File: config.mk
export PLATFORM = sky130hd
export DESIGN_NAME = panel_mapper
export DESIGN_NICKNAME = d
export VERILOG_FILES = /design/src/common/arcade_pkg.sv /design/src/design/panel_mapper.sv
export VERILOG_INCLUDE_DIRS = /design/src /design/src/common
export SDC_FILE = /design/constraint.sdc
export NUM_CORES = 1
export LEC_CHECK = 0
export BUFFER_PORTS_ARGS = -buffer_cell sky130_fd_sc_hd__clkbuf_2
export CAP_MARGIN = 20
export CORE_MARGIN = 2
export CORE_UTILIZATION = 24
export DETAILED_ROUTE_END_ITERATION = 10
export PLACE_DENSITY_LB_ADDON = 0.15
export SETUP_SLACK_MARGIN = 0.2
export SLEW_MARGIN = 20
export SYNTH_ARGS = -nofsm -noshare
export SYNTH_HDL_FRONTEND = slang
export SYNTH_SLANG_ARGS = --single-unit
File: constraint.sdc
create_clock -name vclk -period 0.8
set_clock_uncertainty 0.2 [all_clocks]
set_input_delay 0.08 -clock vclk [all_inputs]
set_output_delay 0.08 -clock vclk [all_outputs]
set_load 0.02 [all_outputs]
File: src/common/arcade_consts.svh
`ifndef ARCADE_CONSTS_SVH
`define ARCADE_CONSTS_SVH

// ROM store word address bits, 16K words = 32 KB
`define ARC_ROM_AW 14

// Host byte address width on the ioctl bus
`define ARC_IOCTL_AW 25

// Bits per VGA colour channel
`define ARC_VGA_W 6

`endif

File: src/common/arcade_pkg.sv
`include "arcade_consts.svh"

package arcade_pkg;

	typedef struct packed {
		logic        spare_31;
		logic        service;     // 30
		logic        freeze;      // 29
		logic [28:10] spare_mid;
		logic [1:0]  lives;       // 9:8
		logic [7:1]  spare_lo;
		logic        reset;       // 0
	} druaga_view_t;

	typedef struct packed {
		logic        spare_31;
		logic        service;
		logic        freeze;
		logic [28:19] spare_mid;
		logic [1:0]  lives;       // 18:17
		logic [2:0]  extend;      // 16:14
		logic        demo_snd;    // 13
		logic [2:0]  rank;        // 12:10
		logic [9:7]  spare_lo;
		logic        round_sel;   // 6
		logic [5:1]  spare_bot;
		logic        reset;
	} mappy_view_t;

	typedef struct packed {
		logic        spare_31;
		logic        service;
		logic        freeze;
		logic [28:23] spare_mid;
		logic        level_sel;   // 22
		logic [1:0]  extend;      // 21:20
		logic        lives;       // 19
		logic [18:1] spare_lo;
		logic        reset;
	} digdug2_view_t;

	typedef struct packed {
		logic        spare_31;
		logic        service;
		logic        freeze;
		logic        spare_28;
		logic        demo_snd;    // 27
		logic [1:0]  extend;      // 26:25
		logic        rank;        // 24
		logic        lives;       // 23
		logic [22:1] spare_lo;
		logic        reset;
	} motos_view_t;

	// Host status word, one DIP layout per game family
	typedef union packed {
		logic [31:0]   raw;
		druaga_view_t  druaga;
		mappy_view_t   mappy;
		digdug2_view_t digdug2;
		motos_view_t   motos;
	} status_word_u;

	typedef enum logic [2:0] {
		GM_DRUAGA       = 3'd0,
		GM_DRUAGA_ALT   = 3'd1,
		GM_MAPPY        = 3'd2,
		GM_DIGDUG2      = 3'd3,
		GM_MOTOS        = 3'd4,
		GM_SUPER_PACMAN = 3'd5,
		GM_GROBDA       = 3'd6,
		GM_PHOZON       = 3'd7
	} game_model_t;

	typedef struct packed {
		logic                     download;
		logic                     wr;
		logic [`ARC_IOCTL_AW-1:0] addr;
		logic [7:0]               data;
	} ioctl_bus_t;

	typedef struct packed {
		logic p1_up;
		logic p1_down;
		logic p1_left;
		logic p1_right;
		logic p1_fire_a;
		logic p1_fire_b;
		logic p2_up;
		logic p2_down;
		logic p2_left;
		logic p2_right;
		logic p2_fire_a;
		logic p2_fire_b;
		logic coin1;
		logic coin2;
		logic start1;
		logic start2;
	} controls_t;

	typedef struct packed {
		logic [2:0] r;
		logic [2:0] g;
		logic [1:0] b;
		logic       hblank;
		logic       vblank;
		logic       hsync;
		logic       vsync;
	} game_pixel_t;

	typedef struct packed {
		logic [`ARC_VGA_W-1:0] r;
		logic [`ARC_VGA_W-1:0] g;
		logic [`ARC_VGA_W-1:0] b;
		logic                  hs;
		logic                  vs;
	} vga_out_t;

	typedef struct packed {
		logic [7:0] dsw0;
		logic [7:0] dsw1;
		logic [7:0] dsw2;
	} dip_set_t;

	typedef struct packed {
		logic [5:0] inp0;
		logic [5:0] inp1;
		logic [2:0] inp2;
	} inp_set_t;

endpackage

File: src/design/panel_mapper.sv
`timescale 1ns/1ps

module panel_mapper
	import arcade_pkg::*;
(
	input  status_word_u status,
	input  game_model_t  model,
	input  controls_t    controls,
	output dip_set_t     dips,
	output inp_set_t     inps
);

	localparam logic CABINET = 1'b0; // Upright only

	always_comb begin
		inps.inp0 = {controls.p1_fire_b, controls.p1_fire_a, controls.p1_left,
			controls.p1_down, controls.p1_right, controls.p1_up};
		inps.inp1 = {controls.p2_fire_b, controls.p2_fire_a, controls.p2_left,
			controls.p2_down, controls.p2_right, controls.p2_up};
		inps.inp2 = {controls.coin1 | controls.coin2, controls.start2, controls.start1};
	end

	always_comb begin
		dips = '0;

		case (model)
			GM_DRUAGA, GM_DRUAGA_ALT: begin
				dips.dsw0 = {2'b00, status.druaga.lives, 4'b0000};
				dips.dsw1 = {CABINET, 6'b000000, status.druaga.freeze};
				dips.dsw2 = {dips.dsw1[3:0], status.druaga.service, 3'b000};
			end
			GM_MAPPY: begin
				dips.dsw0 = {status.mappy.freeze, status.mappy.round_sel,
					status.mappy.demo_snd, 2'b00, status.mappy.rank};
				dips.dsw1 = {status.mappy.lives, status.mappy.extend, 3'b000};
				dips.dsw2 = {2{status.mappy.service, CABINET, 2'b00}};
			end
			GM_DIGDUG2: begin
				dips.dsw0 = {2'b00, status.digdug2.lives, 5'b00000};
				dips.dsw1 = {CABINET, 3'b000, status.digdug2.freeze,
					status.digdug2.level_sel, status.digdug2.extend};
				// Same fold of dsw1 as druaga
				dips.dsw2 = {dips.dsw1[3:0], status.digdug2.service, 3'b000};
			end
			GM_MOTOS: begin
				dips.dsw0 = {status.motos.demo_snd, status.motos.extend,
					status.motos.rank, status.motos.lives, 3'b000};
				dips.dsw1 = {status.motos.service, CABINET, 6'b000000};
				dips.dsw2 = 8'h00;
			end
			default: begin
				dips = '0; // Pacman, grobda, phozon have no DIP mapping
			end
		endcase
	end

endmodule

* After elaboration in Yosys (flattened, before gate mapping)
Cells that the tools add are included.
** Word-level totals
- Memories kept :: 0
- Latch bits :: 0
- RAM bits :: 0
- Bits in registers :: 0
- Output and inout bits :: 39
- Memory bits (read-only) :: 0
** Cells by class
- Multiplexer cells :: 1
- Multipliers :: 0
- Reduce and logical (&&, ||, !) cells :: 2
- Divide/modulo/power cells :: 0
- Add/subtract/negate cells :: 0
- Bitwise operators :: 1
- Equal/unequal tests :: 4
- Shift operators :: 0
- $lt $le $gt $ge :: 0
** Operators by type and width (number)
- 24-bit case mux with 4 select lines :: 1
- 3-bit by 2-bit == test with 1-bit output (second input constant) :: 2
- 3-bit by 1-bit == test with 1-bit output (second input constant) :: 1
- 3-bit == test (second input constant) :: 1
- 3-bit zero test :: 1
- 2-bit OR reduction :: 1
- 1-bit bitwise OR :: 1

* Longest topological paths before layout
- Word-level depth :: 3
- Depth in mapped cells :: 4

* Least setup slack after synthesis
Ideal clock, no wire load.
- Path type :: in2out
- Start :: in model[1]
- End :: out dips[8] (netlist bit)
- Required time :: 0.520 ns
- Path buffers :: 2
- Path slack :: -0.434 ns
- Arrival time :: 0.954 ns
- Cell stages on the path :: 4
- Cell sequence :: buf_2 nand3_1 a21oi_1 buf_4
** RTL lines
- from (decl) :: RTL line panel_mapper.sv:7 : input game_model_t model,
- to (decl) :: RTL line panel_mapper.sv:9 : output dip_set_t dips,

==> key figures <==
Place
  – DP HPWL: 1130 um
  – Placer congestion estimate: 0.624
  – Port Buffers: 50
  – Placed cell count: 127
  – DP Worst Slack: -0.435 ns

Drt
  – WL final: 1670 um
  – Routed vias: 574
  – DR vias/cell: 4.35
  – Post-route DRC: 0
  – Drt pass-1 iters: 3
  – Post-route ant nets: 0
  – Detailed-route wire length per cell: 12.7 um
  – Starting DRC count in detailed routing: 4

Global routing
  – Largest net degree at the start of global routing: 9
  – Initial antenna violation count: 0
  – First-pass GRT wire length: 2260 um
  – Vias in the first global route: 547
  – Total grt overflow: 0
  – Total GRT Usage: 13.7%

Die
  – Die width: 47.1 um
  – Ports: 90
  – Area of the core: 1750 um2
  – Die Y: 47.1 um
  – Starting Density: 25.5%
  – Row count: 15
  – Die area: 2220 um2

Run status
  – Failing checks: hold timing, setup timing
  – Outcome: finished, violations left

Timing
  – Final period util: 136%
  – RSZ-0062 raised after global routing: true
  – Worst setup margin: -0.291 ns
  – Peak Freq: 916 MHz
  – Fin. Hold Viols: 14
  – Post-layout minimum cycle time: 1.09 ns
  – Slew Viols, Final: 0
  – Worst Hold Margin: -0.0400 ns
  – Final setup fails: 22

Power and ir drop
  – Switching pwr: 0.234 mW
  – Leakage: 0.532 nW
  – VDD IR-drop max: 0.000256 V
  – Combinational power share: 100.0%
  – Total power: 0.563 mW
  – Reg power frac: 0%
  – Internal: 0.329 mW
  – PwrDens: 498 nW/um2
  – Switching share of power: 41.6%
  – Clock power share: 0%

Layout
  – Filler-free cell count of the finished design: 132
  – Area grow syn2layout: 154%
  – Register area: 0 um2
  – Sequential cell count: 0
  – Filler cells: 148
  – N_diodes: 0
  – Clock buffer cells: 0
  – Ratio of cells with drive above 1 in the final layout: 86.0%
  – Final nets: 160

Synth
  – Mapped Cells: 62
  – Post-synthesis sequential area ratio: 0%
  – Largest area contributor in the netlist: buf_4
  – Synth area leaders: buf_4 (34%), nand3b_1 (12%), and2_1 (8.4%), nand2b_1 (8.4%), a21oi_1 (7.9%)
  – Synth top area share: 33.7%
  – Yosys warning total: 0
  – Unique cell type count in the Yosys netlist: 18
  – Post-synth top cells: buf_4 (20), a21oi_1 (7), nand3b_1 (7), and2_1 (6), nand2b_1 (6)
  – Mapped Area: 445 um2
  – Post-Syn Area per Cell: 7.18 um2
  – Top-count cell post-synth: buf_4

Setup path
  – Startpoint Class: input pin
  – Worst EP required: 0.52 ns
  – Crit Path Category: input pin to output port
  – Critical path peak fanout: 8
  – Crit path arrival time: 0.81 ns
  – Crit. End Element: output port

Worst hold path
  – Worst min path class: input pin to output port

Run
  – Max_cap viols: 0
## per-stage QoR
| stage | TNS, ns | cell area, um2 | util (%) |
|---|---|---|---|
| floorplan | -0.936 | 614 | - |
| global placement | -7.80 | 757 | 43.4 |
| detailed placement | -7.99 | 757 | 43.4 |
| CTS | -5.61 | 1090 | 62.2 |
| global route | -5.90 | 1130 | 64.8 |
| finish | -5.15 | 1130 | 64.8 |
## path summary, 6_finish.rpt
check / from / end / slack [ns] / depth (start not counted)
hold / removal: controls[9] / inps[3] / -0.04 / 0
setup / recovery: model[1] / dips[22] / -0.29 / 5
## metal layers
layer,wire (um),part of all wire (%),vias to the layer above,track usage (%)
li1,-,-,281,-
met1,522,31,255,14.3
met3,166,9.9,2,1.54
met2,975,58,36,29.3
met5,0,0,-,0
met4,8,0.48,0,1.11
## layout by cell type (no fill, tap or decap)
master / netlist / layout
a21oi_2: 0 / 2
a21oi_4: 0 / 5
and2_4: 0 / 6
and3_4: 0 / 2
and4bb_2: 1 / 1
buf_4: 20 / 7
buf_6: 2 / 9
buf_8: 0 / 19
clkbuf_16: 0 / 2
clkbuf_2: 0 / 25
clkbuf_8: 0 / 4
conb_1: 1 / 3
mux2i_1: 1 / 1
nand2_1: 1 / 1
nand2b_1: 6 / 2
nand2b_4: 0 / 4
nand3_4: 0 / 1
nand3b_1: 7 / 7
nand4bb_1: 1 / 1
nor2b_4: 0 / 2
nor3b_4: 0 / 1
o221ai_2: 1 / 1
or2_4: 0 / 1
## power by group through the flow
stage / sequential, mW / combinational (mW) / clock (mW)
final: 0 / 0.563 / 0
after global routing: 0 / 0.596 / 0
after CTS: 0 / 0.525 / 0
after detailed placement: 0 / 0.381 / 0
after global placement: 0 / 0.379 / 0
after floorplan: 0 / 0.362 / 0
## repair_timing
item	in CTS	in global routing
buffers inserted	4	0
hold endpoints to repair	14	14
endpoints found under the setup margin	22	22
pin swaps	11	12
gates cloned	1	0
resized for setup	58	24
## kinds of logic after synthesis
family          after synthesis  synth area share (%)
simple gates                 29                  45.8
other cells                   1                 0.842
compound gates                8                  11.2
mux                           1                  2.25
buf+inv                      23                  39.9
## layout make-up
type / instances / area [um2] / area share (%)
timing repair buffer: 66 / 669 / 59.2
tap: 25 / 31.3 / 2.77
multi-input combinational: 41 / 430 / 38.1
## worst max-delay path, cell delays in order
cell	delay, ns
buf_8	0.11
buf_6	0.13
nand3b_1	0.20
a21oi_4	0.18
buf_8	0.12
No activity file was read; power rests on OpenSTA's default activity.
