<file path="config.mk">
export PLATFORM = sky130hd
export DESIGN_NAME = rom_loader
export DESIGN_NICKNAME = d
export VERILOG_FILES = /design/src/common/arcade_pkg.sv /design/src/rom_loader/rom_loader.sv
export VERILOG_INCLUDE_DIRS = /design/src /design/src/common
export SDC_FILE = /design/constraint.sdc
export NUM_CORES = 1
export LEC_CHECK = 0
export BUFFER_PORTS_ARGS = -buffer_cell sky130_fd_sc_hd__buf_2
export CAP_MARGIN = 25
export CORE_MARGIN = 1
export CORE_UTILIZATION = 40
export DETAILED_ROUTE_END_ITERATION = 7
export GPL_ROUTABILITY_DRIVEN = 0
export GPL_TIMING_DRIVEN = 0
export PLACE_DENSITY = 0.91
export SYNTH_ARGS = -nofsm -noshare
export SYNTH_HDL_FRONTEND = slang
export SYNTH_SLANG_ARGS = --single-unit
</file>
<file path="constraint.sdc">
create_clock -name clock_48 -period 6.1 [get_ports clock_48]
set_clock_uncertainty 0.05 [all_clocks]
set_input_delay 0.61 -clock clock_48 [delete_from_list [all_inputs] [get_ports clock_48]]
set_output_delay 0.61 -clock clock_48 [all_outputs]
set_load 0.01 [all_outputs]
</file>
<file path="src/common/arcade_consts.svh">
`ifndef ARCADE_CONSTS_SVH
`define ARCADE_CONSTS_SVH

// ROM store word address bits, 16K words = 32 KB
`define ARC_ROM_AW 14

// Host byte address width on the ioctl bus
`define ARC_IOCTL_AW 25

// Bits per VGA colour channel
`define ARC_VGA_W 6

`endif

</file>
<file path="src/common/arcade_pkg.sv">
`include "arcade_consts.svh"

package arcade_pkg;

	typedef struct packed {
		logic        spare_31;
		logic        service;     // 30
		logic        freeze;      // 29
		logic [28:10] spare_mid;
		logic [1:0]  lives;       // 9:8
		logic [7:1]  spare_lo;
		logic        reset;       // 0
	} druaga_view_t;

	typedef struct packed {
		logic        spare_31;
		logic        service;
		logic        freeze;
		logic [28:19] spare_mid;
		logic [1:0]  lives;       // 18:17
		logic [2:0]  extend;      // 16:14
		logic        demo_snd;    // 13
		logic [2:0]  rank;        // 12:10
		logic [9:7]  spare_lo;
		logic        round_sel;   // 6
		logic [5:1]  spare_bot;
		logic        reset;
	} mappy_view_t;

	typedef struct packed {
		logic        spare_31;
		logic        service;
		logic        freeze;
		logic [28:23] spare_mid;
		logic        level_sel;   // 22
		logic [1:0]  extend;      // 21:20
		logic        lives;       // 19
		logic [18:1] spare_lo;
		logic        reset;
	} digdug2_view_t;

	typedef struct packed {
		logic        spare_31;
		logic        service;
		logic        freeze;
		logic        spare_28;
		logic        demo_snd;    // 27
		logic [1:0]  extend;      // 26:25
		logic        rank;        // 24
		logic        lives;       // 23
		logic [22:1] spare_lo;
		logic        reset;
	} motos_view_t;

	// Host status word, one DIP layout per game family
	typedef union packed {
		logic [31:0]   raw;
		druaga_view_t  druaga;
		mappy_view_t   mappy;
		digdug2_view_t digdug2;
		motos_view_t   motos;
	} status_word_u;

	typedef enum logic [2:0] {
		GM_DRUAGA       = 3'd0,
		GM_DRUAGA_ALT   = 3'd1,
		GM_MAPPY        = 3'd2,
		GM_DIGDUG2      = 3'd3,
		GM_MOTOS        = 3'd4,
		GM_SUPER_PACMAN = 3'd5,
		GM_GROBDA       = 3'd6,
		GM_PHOZON       = 3'd7
	} game_model_t;

	typedef struct packed {
		logic                     download;
		logic                     wr;
		logic [`ARC_IOCTL_AW-1:0] addr;
		logic [7:0]               data;
	} ioctl_bus_t;

	typedef struct packed {
		logic p1_up;
		logic p1_down;
		logic p1_left;
		logic p1_right;
		logic p1_fire_a;
		logic p1_fire_b;
		logic p2_up;
		logic p2_down;
		logic p2_left;
		logic p2_right;
		logic p2_fire_a;
		logic p2_fire_b;
		logic coin1;
		logic coin2;
		logic start1;
		logic start2;
	} controls_t;

	typedef struct packed {
		logic [2:0] r;
		logic [2:0] g;
		logic [1:0] b;
		logic       hblank;
		logic       vblank;
		logic       hsync;
		logic       vsync;
	} game_pixel_t;

	typedef struct packed {
		logic [`ARC_VGA_W-1:0] r;
		logic [`ARC_VGA_W-1:0] g;
		logic [`ARC_VGA_W-1:0] b;
		logic                  hs;
		logic                  vs;
	} vga_out_t;

	typedef struct packed {
		logic [7:0] dsw0;
		logic [7:0] dsw1;
		logic [7:0] dsw2;
	} dip_set_t;

	typedef struct packed {
		logic [5:0] inp0;
		logic [5:0] inp1;
		logic [2:0] inp2;
	} inp_set_t;

endpackage

</file>
<file path="src/rom_loader/rom_loader.sv">
`timescale 1ns/1ps
`include "arcade_consts.svh"

module rom_loader
	import arcade_pkg::*;
(
	input  logic                   clock_48,
	input  logic                   rst,
	input  ioctl_bus_t             ioctl,
	output logic                   wr_en,
	output logic [`ARC_ROM_AW-1:0] wr_addr,
	output logic [1:0]             wr_lanes,
	output logic [15:0]            wr_data
);

	logic wr_prev;
	logic in_range;
	logic wr_rise;

	// Anything above the 32 KB store is ignored
	assign in_range = ~|ioctl.addr[`ARC_IOCTL_AW-1:`ARC_ROM_AW+1];
	assign wr_rise  = ioctl.download & ioctl.wr & ~wr_prev & in_range;

	always_ff @(posedge clock_48) begin
		if (rst) begin
			wr_prev <= 1'b0;
			wr_en   <= 1'b0;
		end else begin
			wr_prev <= ioctl.wr;
			wr_en   <= wr_rise; // One pulse per strobe
		end
	end

	always_ff @(posedge clock_48) begin
		if (wr_rise) begin
			wr_addr  <= ioctl.addr[`ARC_ROM_AW:1];
			wr_lanes <= {ioctl.addr[0], ~ioctl.addr[0]}; // Odd byte to upper lane
			wr_data  <= {2{ioctl.data}};
		end
	end

endmodule

</file>
After elaboration in Yosys (flattened, before gate mapping). Index checks and enable logic that the tools add are counted.

Bitwise operators: 5. Reduce and logical (&&, ||, !) cells: 2.

Operators with widths (number): OR reduction 10 bit (1); AND 1 bit (3); inverter 1 bit (2); zero test 1 bit (1).

Bits in registers: 34. Word-level logic and storage cells: 12. Output and inout bits: 33.

Depth between registers and ports, before layout.
Depth after elaboration: 3. Gate-level depth with buffers: 2. Gate-level depth less buffers: 2.

Least setup slack after synthesis. No wires, ideal clock.

Path kind: input to register. Start point: input ioctl[27] in the netlist's numbering. End point: register wr_addr[0] (enable). Setup slack: 2010 ps. Arrival: 3574 ps. Setup time: 466 ps. Stages on the path: 2. Cell sequence: or4_1 nor4_1.

Cells in the longest elaborated chain, start to end: 3.

Ends and longest elaborated chain: start: declaration (line rom_loader.sv:9) `input ioctl_bus_t ioctl,`; OR reduction 10 bit (line rom_loader.sv:21) `` assign in_range = ~|ioctl.addr[`ARC_IOCTL_AW-1:`ARC_ROM_AW+1]; ``; zero test 1 bit (line rom_loader.sv:21); AND 1 bit (line rom_loader.sv:22) `assign wr_rise = ioctl.download & ioctl.wr & ~wr_prev & in_range;`; via wr_rise (line rom_loader.sv:18) `logic wr_rise;`; end signal: assignment (line rom_loader.sv:36) `` wr_addr <= ioctl.addr[`ARC_ROM_AW:1]; ``; end: declaration (line rom_loader.sv:11) `` output logic [`ARC_ROM_AW-1:0] wr_addr, ``.

The timed path passes the listed nets, and every way through them passes these cells. A chain may end at the register's enable or synchronous reset.

Worst setup path after layout.
Start point: input ioctl[27] in the netlist's numbering. End point: register wr_data[11] (enable).

Cells in the longest elaborated chain, start to end: 3.

Ends and longest elaborated chain: OR reduction 10 bit (line rom_loader.sv:21); zero test 1 bit (line rom_loader.sv:21); AND 1 bit (line rom_loader.sv:22); via wr_rise (line rom_loader.sv:18); end signal: assignment (line rom_loader.sv:38) `wr_data <= {2{ioctl.data}};`; end: declaration (line rom_loader.sv:13) `output logic [15:0] wr_data`.

The timed path passes the listed nets, and every way through them passes these cells.

==> impl_metrics.csv <==
group,metric,value,unit
sta,relSlewSlack,56.3,%
critical_path,worst_setup_path_start_kind,"input port",
synth,seq_area_frac_synth,86.1,%
grt,grt_pass1_vias,605,
final_layout,final_area,1320,um2
critical_path,path_max_fanout,10,
synth,synth_top_family_by_area,"buffers and inverters",
run_status,status,"finished, final reports clean",
critical_path,regToRegSetupSlack,4.01,ns
sta,min_period_over_period,36.1,%
sta,finalSetupViolations,0,
critical_path,cpPeakStageDelay,0.62,ns
sta,holdWs,0.409,ns
cts,cts_tree,"yes",
sta,final.setup.tns,0,ns
cts,insertion_delay,0.30,ns
critical_path,path_cells,"buf_2 > or4_1 > nor4_2 > buf_4",
critical_path,reg2reg_from,"wr_prev",
drt,wirelength,1610,um
critical_path,r2r-end,"wr_data[11]",
grt,grt_start_max_net_pins,15,
critical_path,worstSetupEndpointType,"register",
final_layout,fin_nets,156,
floorplan,core_area,2020,um2
critical_path,ff2ff_path_depth,3,
placed_design,io_buffer_count,69,
cts,postCtsSetupBuffers,0,
power_and_ir_drop,leakage,0.592,nW
floorplan,die-area,2400,um2
sta,worst_pin_slew,0.650,ns
drt,drt_pre_antenna_iters,4,
grt,antenna_found_initial,0,
cts,cts_buffers,3,
sta,layout_min_cycle_time,2.20,ns
grt,grtUsageTotal,14.0,%
cts,cts_resized,0,
cts,clk_path_buf_depth,2,
grt,grt_pass1_wl,2440,um
worst_hold_path,hp-class,"input port to register",
floorplan,std_cell_rows,16,
final_layout,area_growth,49.4,%
critical_path,cp_num_buf_inv,2,
critical_path,required,6.08,ns
floorplan,die_h,49.0,um
floorplan,io_pins,70,
synth,synth-xor-area-share,0,%
power_and_ir_drop,power.density,219,nW/um2
synth,synth_cells,43,
drt,vias,632,
critical_path,crit_start,"ioctl[27]",
placed_design,dp_slack,3.54,ns
run,cap_violations,0,
critical_path,slowest_stage,"nor4_2",
synth,synth-compound-area-share,0,%
drt,drc,0,
synth,syn_nets,80,
cts,cts-root-buf,"clkbuf_4",
power_and_ir_drop,total_power,0.289,mW
drt,avgViaCountPerCell,4.36,
drt,wl_per_cell,11.1,um
cts,h-tree-depth,1,
synth,synth_area,883,um2
final_layout,fill_cells,153,
critical_path,arrival,2.18,ns
synth,synthSimpleGateAreaFrac,6.66,%
synth,ys_warn_count,0,
critical_path,cp-endpoint,"wr_data[11]",
final_layout,regArea,761,um2
sta,final_max_slew_viol_count,0,
cts,clock_sinks,26,
synth,yosys.cell_types.count,10,
sta,hold_violations,0,
sta,grt_setup_unrepaired,"no",
final_layout,drive_gt1_share,72.0,%
final_layout,multi_input_area,65.1,um2
sta,max_freq,454,MHz
floorplan,die_w,49.0,um
synth,avgSynthCellArea,20.5,um2
synth,synthMuxAreaShare,0,%
synth,synthAdderAreaFrac,0,%
sta,setup_ws,3.90,ns
final_layout,diodes,0,
drt,drt_first_iter_violations,5,
synth,ys_ff_latch,26,
critical_path,cpLargestDelayFamily,"simple AND/OR/NAND/NOR gates",
critical_path,crit_type,"input port to register",
critical_path,crit_cells,4,
drt,ant_nets,0,
power_and_ir_drop,vdd_ir_drop_max,0.000101,V
cts,clk_pin_slew_worst_paths,0.13,ns
placed_design,dpl_cell_area,1280,um2
cts,cts_hold_buf,0,
floorplan,floorplan.initialDensity,43.7,%
grt,grt_overflow_total,0,
worst min-delay path by stage:
stage	slack (ns)	from	endpoint	depth (start not counted)
final	0.41	rst	wr_prev	2
after global routing	0.39	ioctl[20]	wr_addr[11]	1
after CTS	0.40	rst	wr_prev	2
after detailed placement	0.47	wr_prev	wr_en	2
after global placement	0.45	wr_prev	wr_en	2
after floorplan	0.43	wr_prev	wr_en	2
worst register-to-register path, cell delays in order (launching register included):
cell and delay, ns:
dfxtp_1 0.32, or4_1 0.55, nor4_2 0.58, buf_4 0.30
layout by cell type, fill, tap and decap left out, types with 2 or more instances in the layout:
cell,Yosys,final
clkbuf_4,0,3
buf_2,0,69
dfxtp_1,2,2
edfxtp_1,24,24
or4_1,2,2
buf_4,8,10
final cells by class:
cell class / instances / share of cell area, %
multi-input cells: 8 / 4.93
well taps: 27 / 2.56
clock buffers: 4 / 2.75
repair buffers: 71 / 27.3
flip-flops and latches: 26 / 57.6
plain buffers: 8 / 4.55
inverters: 1 / 0.284
power breakdown:
part / total, mW / internal, mW / leakage [nW] / switching (mW)
combinational: 0.0132 / 0.00898 / 0.339 / 0.00425
sequential: 0.195 / 0.195 / 0.232 / 0.0000928
clock: 0.0811 / 0.0364 / 0.0210 / 0.0447
total: 0.289 / 0.240 / 0.592 / 0.0490
stage by stage:
stage               instances  utilization (%)
global route              145             65.3
global placement          139             62.4
detailed placement        141             63.5
CTS                       145             65.3
floorplan                  43                -
finish                    145             65.3
state kept, by name, summed over array words and instances, names as in the netlist:
signal / count
wr_prev: 1
wr_data: 8
wr_lanes: 2
wr_addr: 14
wr_en: 1
cell usage after synthesis:
cell | number | area (um2)
inv_1 | 1 | 3.75
nor2b_1 | 1 | 6.26
or4_1 | 2 | 15.0
edfxtp_1 | 24 | 721
nor4_1 | 2 | 12.5
or4b_1 | 1 | 10.0
dfxtp_1 | 2 | 40.0
buf_4 | 8 | 60.1
or3b_2 | 1 | 8.76
nand2b_1 | 1 | 6.26
kinds of logic after synthesis:
family                 count (synthesis)
DFF                                   26
and+or+nand+nor                        8
buffers and inverters                  9
metal layers:
| layer | track usage, % | vias up | share of wire, % |
|---|---|---|---|
| met5 | 0 | - | 0 |
| met3 | 4.98 | 2 | 11 |
| li1 | - | 305 | - |
| met4 | 7.35 | 0 | 0.50 |
| met2 | 27.3 | 48 | 53 |
| met1 | 12.2 | 277 | 36 |
(Power assumes the default switching activity.)
