==> src/common/arcade_consts.svh <==
`ifndef ARCADE_CONSTS_SVH
`define ARCADE_CONSTS_SVH

// ROM store word address bits, 16K words = 32 KB
`define ARC_ROM_AW 14

// Host byte address width on the ioctl bus
`define ARC_IOCTL_AW 25

// Bits per VGA colour channel
`define ARC_VGA_W 6

`endif

==> src/common/arcade_pkg.sv <==
`include "arcade_consts.svh"

package arcade_pkg;

	typedef struct packed {
		logic        spare_31;
		logic        service;     // 30
		logic        freeze;      // 29
		logic [28:10] spare_mid;
		logic [1:0]  lives;       // 9:8
		logic [7:1]  spare_lo;
		logic        reset;       // 0
	} druaga_view_t;

	typedef struct packed {
		logic        spare_31;
		logic        service;
		logic        freeze;
		logic [28:19] spare_mid;
		logic [1:0]  lives;       // 18:17
		logic [2:0]  extend;      // 16:14
		logic        demo_snd;    // 13
		logic [2:0]  rank;        // 12:10
		logic [9:7]  spare_lo;
		logic        round_sel;   // 6
		logic [5:1]  spare_bot;
		logic        reset;
	} mappy_view_t;

	typedef struct packed {
		logic        spare_31;
		logic        service;
		logic        freeze;
		logic [28:23] spare_mid;
		logic        level_sel;   // 22
		logic [1:0]  extend;      // 21:20
		logic        lives;       // 19
		logic [18:1] spare_lo;
		logic        reset;
	} digdug2_view_t;

	typedef struct packed {
		logic        spare_31;
		logic        service;
		logic        freeze;
		logic        spare_28;
		logic        demo_snd;    // 27
		logic [1:0]  extend;      // 26:25
		logic        rank;        // 24
		logic        lives;       // 23
		logic [22:1] spare_lo;
		logic        reset;
	} motos_view_t;

	// Host status word, one DIP layout per game family
	typedef union packed {
		logic [31:0]   raw;
		druaga_view_t  druaga;
		mappy_view_t   mappy;
		digdug2_view_t digdug2;
		motos_view_t   motos;
	} status_word_u;

	typedef enum logic [2:0] {
		GM_DRUAGA       = 3'd0,
		GM_DRUAGA_ALT   = 3'd1,
		GM_MAPPY        = 3'd2,
		GM_DIGDUG2      = 3'd3,
		GM_MOTOS        = 3'd4,
		GM_SUPER_PACMAN = 3'd5,
		GM_GROBDA       = 3'd6,
		GM_PHOZON       = 3'd7
	} game_model_t;

	typedef struct packed {
		logic                     download;
		logic                     wr;
		logic [`ARC_IOCTL_AW-1:0] addr;
		logic [7:0]               data;
	} ioctl_bus_t;

	typedef struct packed {
		logic p1_up;
		logic p1_down;
		logic p1_left;
		logic p1_right;
		logic p1_fire_a;
		logic p1_fire_b;
		logic p2_up;
		logic p2_down;
		logic p2_left;
		logic p2_right;
		logic p2_fire_a;
		logic p2_fire_b;
		logic coin1;
		logic coin2;
		logic start1;
		logic start2;
	} controls_t;

	typedef struct packed {
		logic [2:0] r;
		logic [2:0] g;
		logic [1:0] b;
		logic       hblank;
		logic       vblank;
		logic       hsync;
		logic       vsync;
	} game_pixel_t;

	typedef struct packed {
		logic [`ARC_VGA_W-1:0] r;
		logic [`ARC_VGA_W-1:0] g;
		logic [`ARC_VGA_W-1:0] b;
		logic                  hs;
		logic                  vs;
	} vga_out_t;

	typedef struct packed {
		logic [7:0] dsw0;
		logic [7:0] dsw1;
		logic [7:0] dsw2;
	} dip_set_t;

	typedef struct packed {
		logic [5:0] inp0;
		logic [5:0] inp1;
		logic [2:0] inp2;
	} inp_set_t;

endpackage

==> src/design/video_blanker.sv <==
`timescale 1ns/1ps

module video_blanker
	import arcade_pkg::*;
(
	input  logic        clock_48,
	input  logic        rst,
	input  game_pixel_t game_pixel,
	output vga_out_t    vga
);

	logic       blank;
	logic [2:0] blue3;

	assign blank = game_pixel.hblank | game_pixel.vblank;
	assign blue3 = {game_pixel.b, game_pixel.b[1]}; // 2 to 3 bits

	always_ff @(posedge clock_48) begin
		if (rst) begin
			vga <= '0;
		end else begin
			if (blank) begin
				vga.r <= '0;
				vga.g <= '0;
				vga.b <= '0;
			end else begin
				// Repeat each 3-bit channel to fill 6 bits
				vga.r <= {2{game_pixel.r}};
				vga.g <= {2{game_pixel.g}};
				vga.b <= {2{blue3}};
			end
			vga.hs <= game_pixel.hsync;
			vga.vs <= game_pixel.vsync;
		end
	end

endmodule

==> config.mk <==
export PLATFORM = sky130hd
export DESIGN_NAME = video_blanker
export DESIGN_NICKNAME = d
export VERILOG_FILES = /design/src/common/arcade_pkg.sv /design/src/design/video_blanker.sv
export VERILOG_INCLUDE_DIRS = /design/src /design/src/common
export SDC_FILE = /design/constraint.sdc
export NUM_CORES = 1
export LEC_CHECK = 0
export BUFFER_PORTS_ARGS = -buffer_cell sky130_fd_sc_hd__clkbuf_2
export CORE_AREA = 2 2 39 41
export CTS_BUF_LIST = sky130_fd_sc_hd__clkbuf_2 sky130_fd_sc_hd__clkbuf_4 sky130_fd_sc_hd__clkbuf_8
export DETAILED_ROUTE_END_ITERATION = 7
export DIE_AREA = 0 0 41 43
export HOLD_SLACK_MARGIN = 0.03
export PLACE_DENSITY = 0.66
export RECOVER_POWER = 25
export SYNTH_ARGS = -nofsm -noshare
export SYNTH_HDL_FRONTEND = slang
export SYNTH_SLANG_ARGS = --single-unit
export TNS_END_PERCENT = 50
==> constraint.sdc <==
create_clock -name clock_48 -period 0.8 [get_ports clock_48]
set_clock_uncertainty 0.15 [all_clocks]
set_input_delay 0.04 -clock clock_48 [delete_from_list [all_inputs] [get_ports clock_48]]
set_output_delay 0.04 -clock clock_48 [all_outputs]
set_load 0.01 [all_outputs]
* Yosys cells after proc, flatten, opt, wreduce, memory -nomap -nowiden
Index checks and enable logic that the tools add are counted.
Operators by class: add/subtract/negate cells 0, $mul 0, div/mod/pow operators 0, $lt $le $gt $ge 0, equal/unequal tests 0, shift operators 0, mux-type cells 0, bitwise logic cells 1, reductions and logical operators 1
Operators with widths (count):
- OR reduction 2 bit | 1
- bitwise OR 1 bit | 1
Storage, ports and cells: register bits after elaboration 20, latch bits 0, memory bits (writable) 0, bits in read-only memories 0, input port bits 14, output and inout bits 20, memories kept 0

* Depth between registers and ports, before layout
Gate-level depths: netlist of the first run.
depth in word-level cells 2, depth in mapped cells 2, gate-level depth less buffers 1

* Least setup slack after synthesis of the first run
OpenSTA, ideal clock, no wires.
path kind register to output, from reg vga[5] (netlist name), to out vga[4] in the netlist's numbering, arrival time 530 ps, data required time 610 ps, path slack 80 ps, cell stages (with the launch flop) 2, path through dfxtp_1 -> buf_4
RTL lines:
- end: declaration | RTL line video_blanker.sv:9 | output vga_out_t vga

==> impl_metrics.tcl, run 1 <==
set metrics [dict create \
    tightest_slew_ps 506 \
    crit_type "flip-flop to primary output" \
    outcome "finished with violations" \
    start_util_pct 31.5 \
    p_per_area_nw_per_um2 1520 \
    p_leak_nw 0.306 \
    drtIter0Drc 3 \
    place.port_buffers 33 \
    seqCellArea_um2 213 \
    synthDistinctLibCells 6 \
    violations "hold timing, setup timing" \
    use_met1_pct 8.17 \
    ir_drop_mv 0.603 \
    n_fill_cell 131 \
    grt_pass1_wl_um 979 \
    grt-ovfl-total 0 \
    period_needed_ps 914 \
    hold_violations 8 \
    finalCritPeriodShare_pct 114 \
    wl_per_cell_um 10.0 \
    synth_cells 33 \
    cts_inserted_buffers 3 \
    drive_gt1_share_pct 87.9 \
    antenna_left 0 \
    cp_data_required_time_ps 610 \
    cp_slowest_cell "dfxtp_4" \
    setup_slack_ps -114 \
    fmax_ghz 1.09 \
    syn_area_per_cell_um2 13.2 \
    multi_input_area_um2 133 \
    top_regs "vga x10" \
    hold_path_class "input port to flip-flop" \
    worstSetupEndpointType "primary output" \
    worst-endpoint-arrival_ps 720 \
    yosysWarnings 0 \
    syn_to_final_growth_pct 49.1 \
    ctsHoldBuffers 2 \
    worstPathCellList "buf_6" \
    grt_max_degree 11 \
    clk_path_buf_depth 2 \
    crit_fanout 4 \
    track_usage_pct 8.78 \
    grt_antenna_before_repair 0 \
    dieArea_um2 1760 \
    critPathMaxStageDelay_ps 360 \
    cap_viol_max_count 0 \
    ys_seq_area_share_pct 46.0 \
    vias_per_cell 4.22 \
    grtUsageMet3_pct 3.14 \
    top_register "vga" \
    maxSlewHeadroom_pct 66.3 \
    largest_register_ffs 10 \
    first_pass_iters 3 \
    die_h_um 43 \
    cts_tree "done" \
    syn-num-nets 47 \
    nNetsFinal 74 \
    num_antenna_cells 0 \
    setup-tns-final_ps -1700 \
    cts_sinks 10 \
    hold_slack_ps -107 \
    drc 0 \
    cts.htree.levels 1 \
    yosys_register_bits 10 \
    io_pins 34 \
    grt-busiest-layer "met2" \
    use_met2_pct 13.8 \
    num_vias 312 \
    clock-root-buffer "clkbuf_4" \
    path_clk_slew_ps 60 \
    core_area_um2 1380 \
    num_rows 14 \
    final_core_util_pct 46.9 \
    worstSetupStartpointType "flip-flop" \
    syn_area_um2 435 \
    cp_num_buf_inv 1 \
    dp_slack_ps 25.8 \
    grt_setup_unrepaired "true" \
    drv_slew 0 \
    setup_viol 20 \
    grt_pass1_vias 263 \
    wirelength_um 743 \
    die_x_um 41 \
    path_delay_family "flip-flops" \
    gp_congestion 0.569 \
]
[synthesized netlist by cell type]
cell,number,share of area (%)
buf_2,1,1.1
buf_4,10,17
buf_6,2,5.2
dfxtp_1,10,46
nor2b_1,2,2.9
nor4b_2,8,28
[cells by family after synthesis]
| logic type | share of synthesized area [%] |
|---|---|
| flip-flops | 46.0 |
| buffers and inverters | 23.6 |
| AND/OR/NAND/NOR | 30.5 |
[final cells by class]
| class | count | share of cell area [%] |
|---|---|---|
| Sequential cell | 10 | 32.8 |
| Tap cell | 16 | 3.08 |
| Clock buffer | 3 | 3.47 |
| Multi-Input combinational cell | 10 | 20.4 |
| Timing Repair Buffer | 35 | 40.3 |
[what timing repair did]
action                     in CTS  in global routing
gates resized for setup         8                 35
buffers inserted                0                  0
hold endpoints to repair       10                  9
setup endpoints to repair      20                 22
[per-layer routing]
| layer | vias to the layer above | part of all wire [%] |
|---|---|---|
| li1 | 153 | - |
| met1 | 141 | 34 |
| met2 | 18 | 56 |
| met3 | 0 | 9.4 |
| met4 | 0 | 0 |
| met5 | - | 0 |
[cells in the final DEF (no fill, tap or decap)]
cell type and count:
dfxtp_2 7, nor4b_2 8, buf_6 12, nor2b_1 2
clkbuf_2 12, dlymetal6s4s_1 1, dfxtp_4 1, clkbuf_1 1
buf_2 8, dfxtp_1 2, clkbuf_4 3, clkdlybuf4s25_1 1
[through the flow]
step	cells	hold WS [ps]	area [um2]	power (mW)
finish	74	-107	649	0.984
global route	74	-120	649	1.04
CTS	74	-116	571	0.988
detailed placement	69	107	518	0.654
global placement	69	100	518	0.653
floorplan	33	18.2	435	0.623
[power by group]
group | switching [mW] | total (mW) | internal [mW]
Combinational | 0.0624 | 0.147 | 0.0842
Clock | 0.143 | 0.315 | 0.172
Sequential | 0.00900 | 0.523 | 0.514
[worst paths after layout]
path          start      end  slack (ps)  depth (start not counted)
min   game_pixel[8]  vga[10]        -110                          2
max          vga[5]   vga[2]        -110                          1
No activity file was read; power rests on OpenSTA's default activity.
==> run 2: changes to the inputs <==
--- a/config.mk
+++ b/config.mk
@@ -14,6 +14,7 @@
 export HOLD_SLACK_MARGIN = 0.03
 export PLACE_DENSITY = 0.66
 export RECOVER_POWER = 25
+export SETUP_SLACK_MARGIN = 0.05
 export SYNTH_ARGS = -nofsm -noshare
 export SYNTH_HDL_FRONTEND = slang
 export SYNTH_SLANG_ARGS = --single-unit
==> run 2 against run 1 <==
Net effect:
- clock-buffer cell count did not move
- maximum frequency is essentially flat
- the flow still finishes with violations (hold timing, setup timing)
- clock power is essentially flat
- cell count fell by 2.7%
- design area down 5.4%
- critical path type unchanged
- die area did not move
- routed wire length decreased by 6.2%
- critical path depth unchanged
- sequential share of layout area is 1.9 points higher
- global-route usage is 0.71 points lower
- worst setup slack about the same
- power fell by 1.3%
==> impl_metrics.tcl, run 2 (synthesis gave the netlist of run 1 again) <==
set metrics [dict create \
    outcome "finished with violations" \
    violations "hold timing, setup timing" \
    setup.worst_path.start "vga[5]" \
    p_per_area_nw_per_um2 1580 \
    grt-busiest-layer "met2" \
    cts_tree "done" \
    grtUsageMet3_pct 3.14 \
    core_area_um2 1380 \
    dp_slack_ps 25.8 \
    final_common_cell "clkbuf_2" \
    drv_slew 0 \
    fmax_ghz 1.09 \
    wl_per_cell_um 9.68 \
    setup_slack_ps -114 \
    track_usage_pct 8.07 \
    drc 0 \
    tightest_slew_ps 589 \
    grt_setup_unrepaired "true" \
    num_antenna_cells 0 \
    start_util_pct 31.5 \
    nNetsFinal 72 \
    cp_data_required_time_ps 610 \
    cts_sinks 10 \
    gp_congestion 0.569 \
    crit_fanout 4 \
    cp_slowest_cell "dfxtp_4" \
    drtIter0Drc 2 \
    crit_type "flip-flop to primary output" \
    first_pass_iters 3 \
    ir_drop_mv 0.603 \
    top_register "vga" \
    cp_num_buf_inv 1 \
    grt_max_degree 11 \
    period_needed_ps 914 \
    io_pins 34 \
    maxSlewHeadroom_pct 60.7 \
    dp_cells 69 \
    use_met1_pct 6.86 \
    die_h_um 43 \
    grt_pass1_wl_um 890 \
    cap_viol_max_count 0 \
    hold_violations 10 \
    setup_viol 20 \
    top_regs "vga x10" \
    finalCritPeriodShare_pct 114 \
    place.port_buffers 33 \
    worstSetupEndpointType "primary output" \
    die_x_um 41 \
    path_delay_family "flip-flops" \
    setup-tns-final_ps -1690 \
    drive_gt1_share_pct 91.1 \
    use_met2_pct 12.8 \
    num_vias 304 \
    most-common-layout-cells "12 x clkbuf_2, 10 x buf_2, 10 x buf_6, 8 x nor4b_2, 7 x dfxtp_2" \
    hold_slack_ps -157 \
    clk_path_buf_depth 2 \
    grt_pass1_vias 247 \
    crit_cells 1 \
    wirelength_um 697 \
    fin_cells 72 \
    post_cts_buffers 0 \
    dieArea_um2 1760 \
    syn_to_final_growth_pct 41.1 \
    n_fill_cell 136 \
    p_leak_nw 0.287 \
    cts.htree.levels 1 \
    total_power_mw 0.971 \
    num_rows 14 \
    largest_register_ffs 10 \
    worstPathCellList "buf_6" \
    critPathMaxStageDelay_ps 360 \
    grt_antenna_before_repair 0 \
    cts_inserted_buffers 3 \
    clock-root-buffer "clkbuf_4" \
    worst-endpoint-arrival_ps 720 \
    hold_path_class "input port to flip-flop" \
    worstSetupStartpointType "flip-flop" \
    antenna_left 0 \
    vias_per_cell 4.22 \
    grt-ovfl-total 0 \
    cp-endpoint "vga[2]" \
    path_clk_slew_ps 60 \
]
[run 2: changes by cell type in the layout (fill, tap and decap cells not counted)]
cell             delta
buf_2               +2
dlymetal6s4s_1      -1
buf_6               -2
clkdlybuf4s25_1     -1
[run 2: how the worst min path moves through the flow]
stage | startpoint | endpoint | slack (ps) | depth (start not counted)
after floorplan | game_pixel[0] | vga[0] | 20 | 1
after CTS | game_pixel[1] | vga[1] | -160 | 2
final | game_pixel[1] | vga[1] | -160 | 2
after global routing | game_pixel[1] | vga[1] | -140 | 2
after global placement | game_pixel[1] | vga[1] | 100 | 2
after detailed placement | game_pixel[1] | vga[1] | 110 | 2
[run 2: final cells by class]
class | count | area (um2) | share of cell area, %
Sequential cell | 10 | 213 | 34.6
Tap cell | 16 | 20.0 | 3.26
Clock buffer | 3 | 22.5 | 3.67
Multi-Input combinational cell | 10 | 133 | 21.6
Timing Repair Buffer | 33 | 226 | 36.9
[run 2: power breakdown]
group / switching [mW] / internal, mW / leakage, nW
logic: 0.0605 / 0.0739 / 0.188
registers: 0.00834 / 0.514 / 0.0857
clock network: 0.143 / 0.172 / 0.0138
[run 2: repair_timing]
item | CTS | global route
gates resized for setup | 8 | 31
setup endpoints to repair | 20 | 20
endpoints found under the hold margin | 10 | 10
[run 2: per-layer routing]
layer | up-vias | share of wire, %
met3 | 0 | 10
met1 | 137 | 33
met4 | 0 | 0
met5 | - | 0
li1 | 149 | -
met2 | 18 | 57
[run 2: through the flow]
step                hold WS (ps)  utilization (%)  instance area, um2
detailed placement           107             37.4                 518
finish                      -157             44.4                 614
global route                -142             44.4                 614
CTS                         -162             39.8                 551
global placement             100             37.4                 518
floorplan                   18.2                -                 435
==> run 3: changes to the inputs <==
--- a/config.mk
+++ b/config.mk
@@ -6,6 +6,7 @@
 export SDC_FILE = /design/constraint.sdc
 export NUM_CORES = 1
 export LEC_CHECK = 0
+export ABC_CLOCK_PERIOD_IN_PS = 960
 export BUFFER_PORTS_ARGS = -buffer_cell sky130_fd_sc_hd__clkbuf_2
 export CORE_AREA = 2 2 39 41
 export CTS_BUF_LIST = sky130_fd_sc_hd__clkbuf_2 sky130_fd_sc_hd__clkbuf_4 sky130_fd_sc_hd__clkbuf_8
==> constraint.sdc (replaced) <==
create_clock -name clock_48 -period 0.96 [get_ports clock_48]
set_clock_uncertainty 0.15 [all_clocks]
set_input_delay 0.048 -clock clock_48 [delete_from_list [all_inputs] [get_ports clock_48]]
set_output_delay 0.048 -clock clock_48 [all_outputs]
set_load 0.01 [all_outputs]
==> run 3 against run 2 <==
Net effect:
- the flow finishes with violations (hold timing)
- clock power is 16% lower
- utilization up 4.9 points
- sequential power decreased by 17%
- non-clock buffer count up 10
- via count up 13%
- clock-buffer cell count did not move
- first-iteration DRC count unchanged
- sequential share of layout area is 3.8 points lower
- critical path depth unchanged
- critical endpoint unchanged
- highest routed layer unchanged
==> impl_metrics.tcl, run 3 (synthesis gave the netlist of run 1 again) <==
set metrics [dict create \
    cts_tree "done" \
    whs_path_depth 2 \
    core_area_um2 1380 \
    tightest_slew_ps 238 \
    worstSetupStartpointType "flip-flop" \
    num_vias 343 \
    path_clk_slew_ps 60 \
    drive_gt1_share_pct 69.7 \
    worstPathCellList "buf_6" \
    ctsHoldBuffers 10 \
    path_delay_family "flip-flops" \
    setup_slack_ps 36.5 \
    hold_slack_ps -42.0 \
    hold_path_class "input port to flip-flop" \
    io_pins 34 \
    drv_slew 0 \
    finalCritPeriodShare_pct 96.2 \
    fin_area_um2 682 \
    track_usage_pct 10.2 \
    drtIter0Drc 2 \
    crit_fanout 4 \
    cts_inserted_buffers 3 \
    ir_drop_mv 0.506 \
    cts.htree.levels 1 \
    most-common-layout-cells "24 x clkbuf_2, 10 x dlygate4sd3_1, 9 x buf_6, 5 x dfxtp_2" \
    p_leak_nw 0.317 \
    total_power_mw 0.837 \
    period_needed_ps 924 \
    top_regs "vga x10" \
    grt_pass1_vias 322 \
    clock-root-buffer "clkbuf_4" \
    wirelength_um 849 \
    dp_slack_ps 178 \
    fmax_ghz 1.08 \
    cp_num_buf_inv 1 \
    cap_viol_max_count 0 \
    crit_type "flip-flop to primary output" \
    die_h_um 43 \
    grt_pass1_wl_um 1160 \
    outcome "finished with violations" \
    num_rows 14 \
    grt_antenna_before_repair 0 \
    first_pass_iters 2 \
    worst-endpoint-arrival_ps 730 \
    drc 0 \
    place.port_buffers 33 \
    p_per_area_nw_per_um2 1230 \
    maxSlewHeadroom_pct 83.9 \
    largest_register_ffs 10 \
    syn_to_final_growth_pct 56.6 \
    grt-ovfl-total 0 \
    worstSetupEndpointType "primary output" \
    cp_slowest_cell "dfxtp_4" \
    dieArea_um2 1760 \
    critPathMaxStageDelay_ps 360 \
    antenna_left 0 \
    start_util_pct 31.5 \
    crit_cells 1 \
    cp_data_required_time_ps 760 \
    violations "hold timing" \
    placed_cell_area_um2 518 \
    clk_path_buf_depth 2 \
    wl_per_cell_um 10.4 \
    die_x_um 41 \
    cts_sinks 10 \
    gp_congestion 0.569 \
    grt_setup_unrepaired "true" \
    hold_violations 10 \
    num_antenna_cells 0 \
    top_register "vga" \
    nNetsFinal 82 \
    final_common_cell "clkbuf_2" \
    vias_per_cell 4.18 \
    final_core_util_pct 49.3 \
    grt_max_degree 11 \
    setup_viol 0 \
]
-- run 3: changes by cell type in the layout (fill, tap and decap cells not counted) --
cell / before / now
nor4b_1: 0 / 4
clkbuf_1: 1 / 0
nor4b_2: 8 / 4
dfxtp_1: 2 / 4
clkbuf_2: 12 / 24
dfxtp_2: 7 / 5
buf_6: 10 / 9
buf_2: 10 / 0
dlygate4sd3_1: 0 / 10
-- run 3: final timing paths --
check,from,endpoint,slack (ps)
worst max-delay path,vga[5],vga[2],40
worst min-delay path,game_pixel[2],vga[5],-40
-- run 3: area by class of cell --
class / instances / area, um2
fill: 133 / 702
timing repair buffer: 43 / 322
sequential: 10 / 210
multi-input combinational: 10 / 108
clock buffer: 3 / 22.5
tap: 16 / 20.0
-- run 3: per-layer routing --
metal	part of all wire [%]	vias to the layer above	routed length, um	global-route usage (%)
li1	-	168	-	-
met1	35	157	299	8.50
met2	57	18	486	17.8
met3	7.4	0	63	3.14
met4	0	0	0	8.00
met5	0	-	0	0
-- run 3: timing repair --
| action | in CTS | in global routing |
|---|---|---|
| buffers inserted | 0 | 0 |
| setup endpoints to repair | 17 | 19 |
| gates resized for setup | 3 | 22 |
| endpoints found under the hold margin | 10 | 8 |
-- run 3: where the power goes --
| group | switching, mW | internal [mW] |
|---|---|---|
| Sequential | 0.00732 | 0.428 |
| Combinational | 0.0533 | 0.0844 |
| Clock | 0.121 | 0.144 |
| Total | 0.181 | 0.656 |
-- run 3: through the flow --
step                setup TNS, ps  cells
floorplan                       0     33
global placement                0     69
detailed placement              0     69
CTS                             0     82
global route                -5.69     82
finish                          0     82
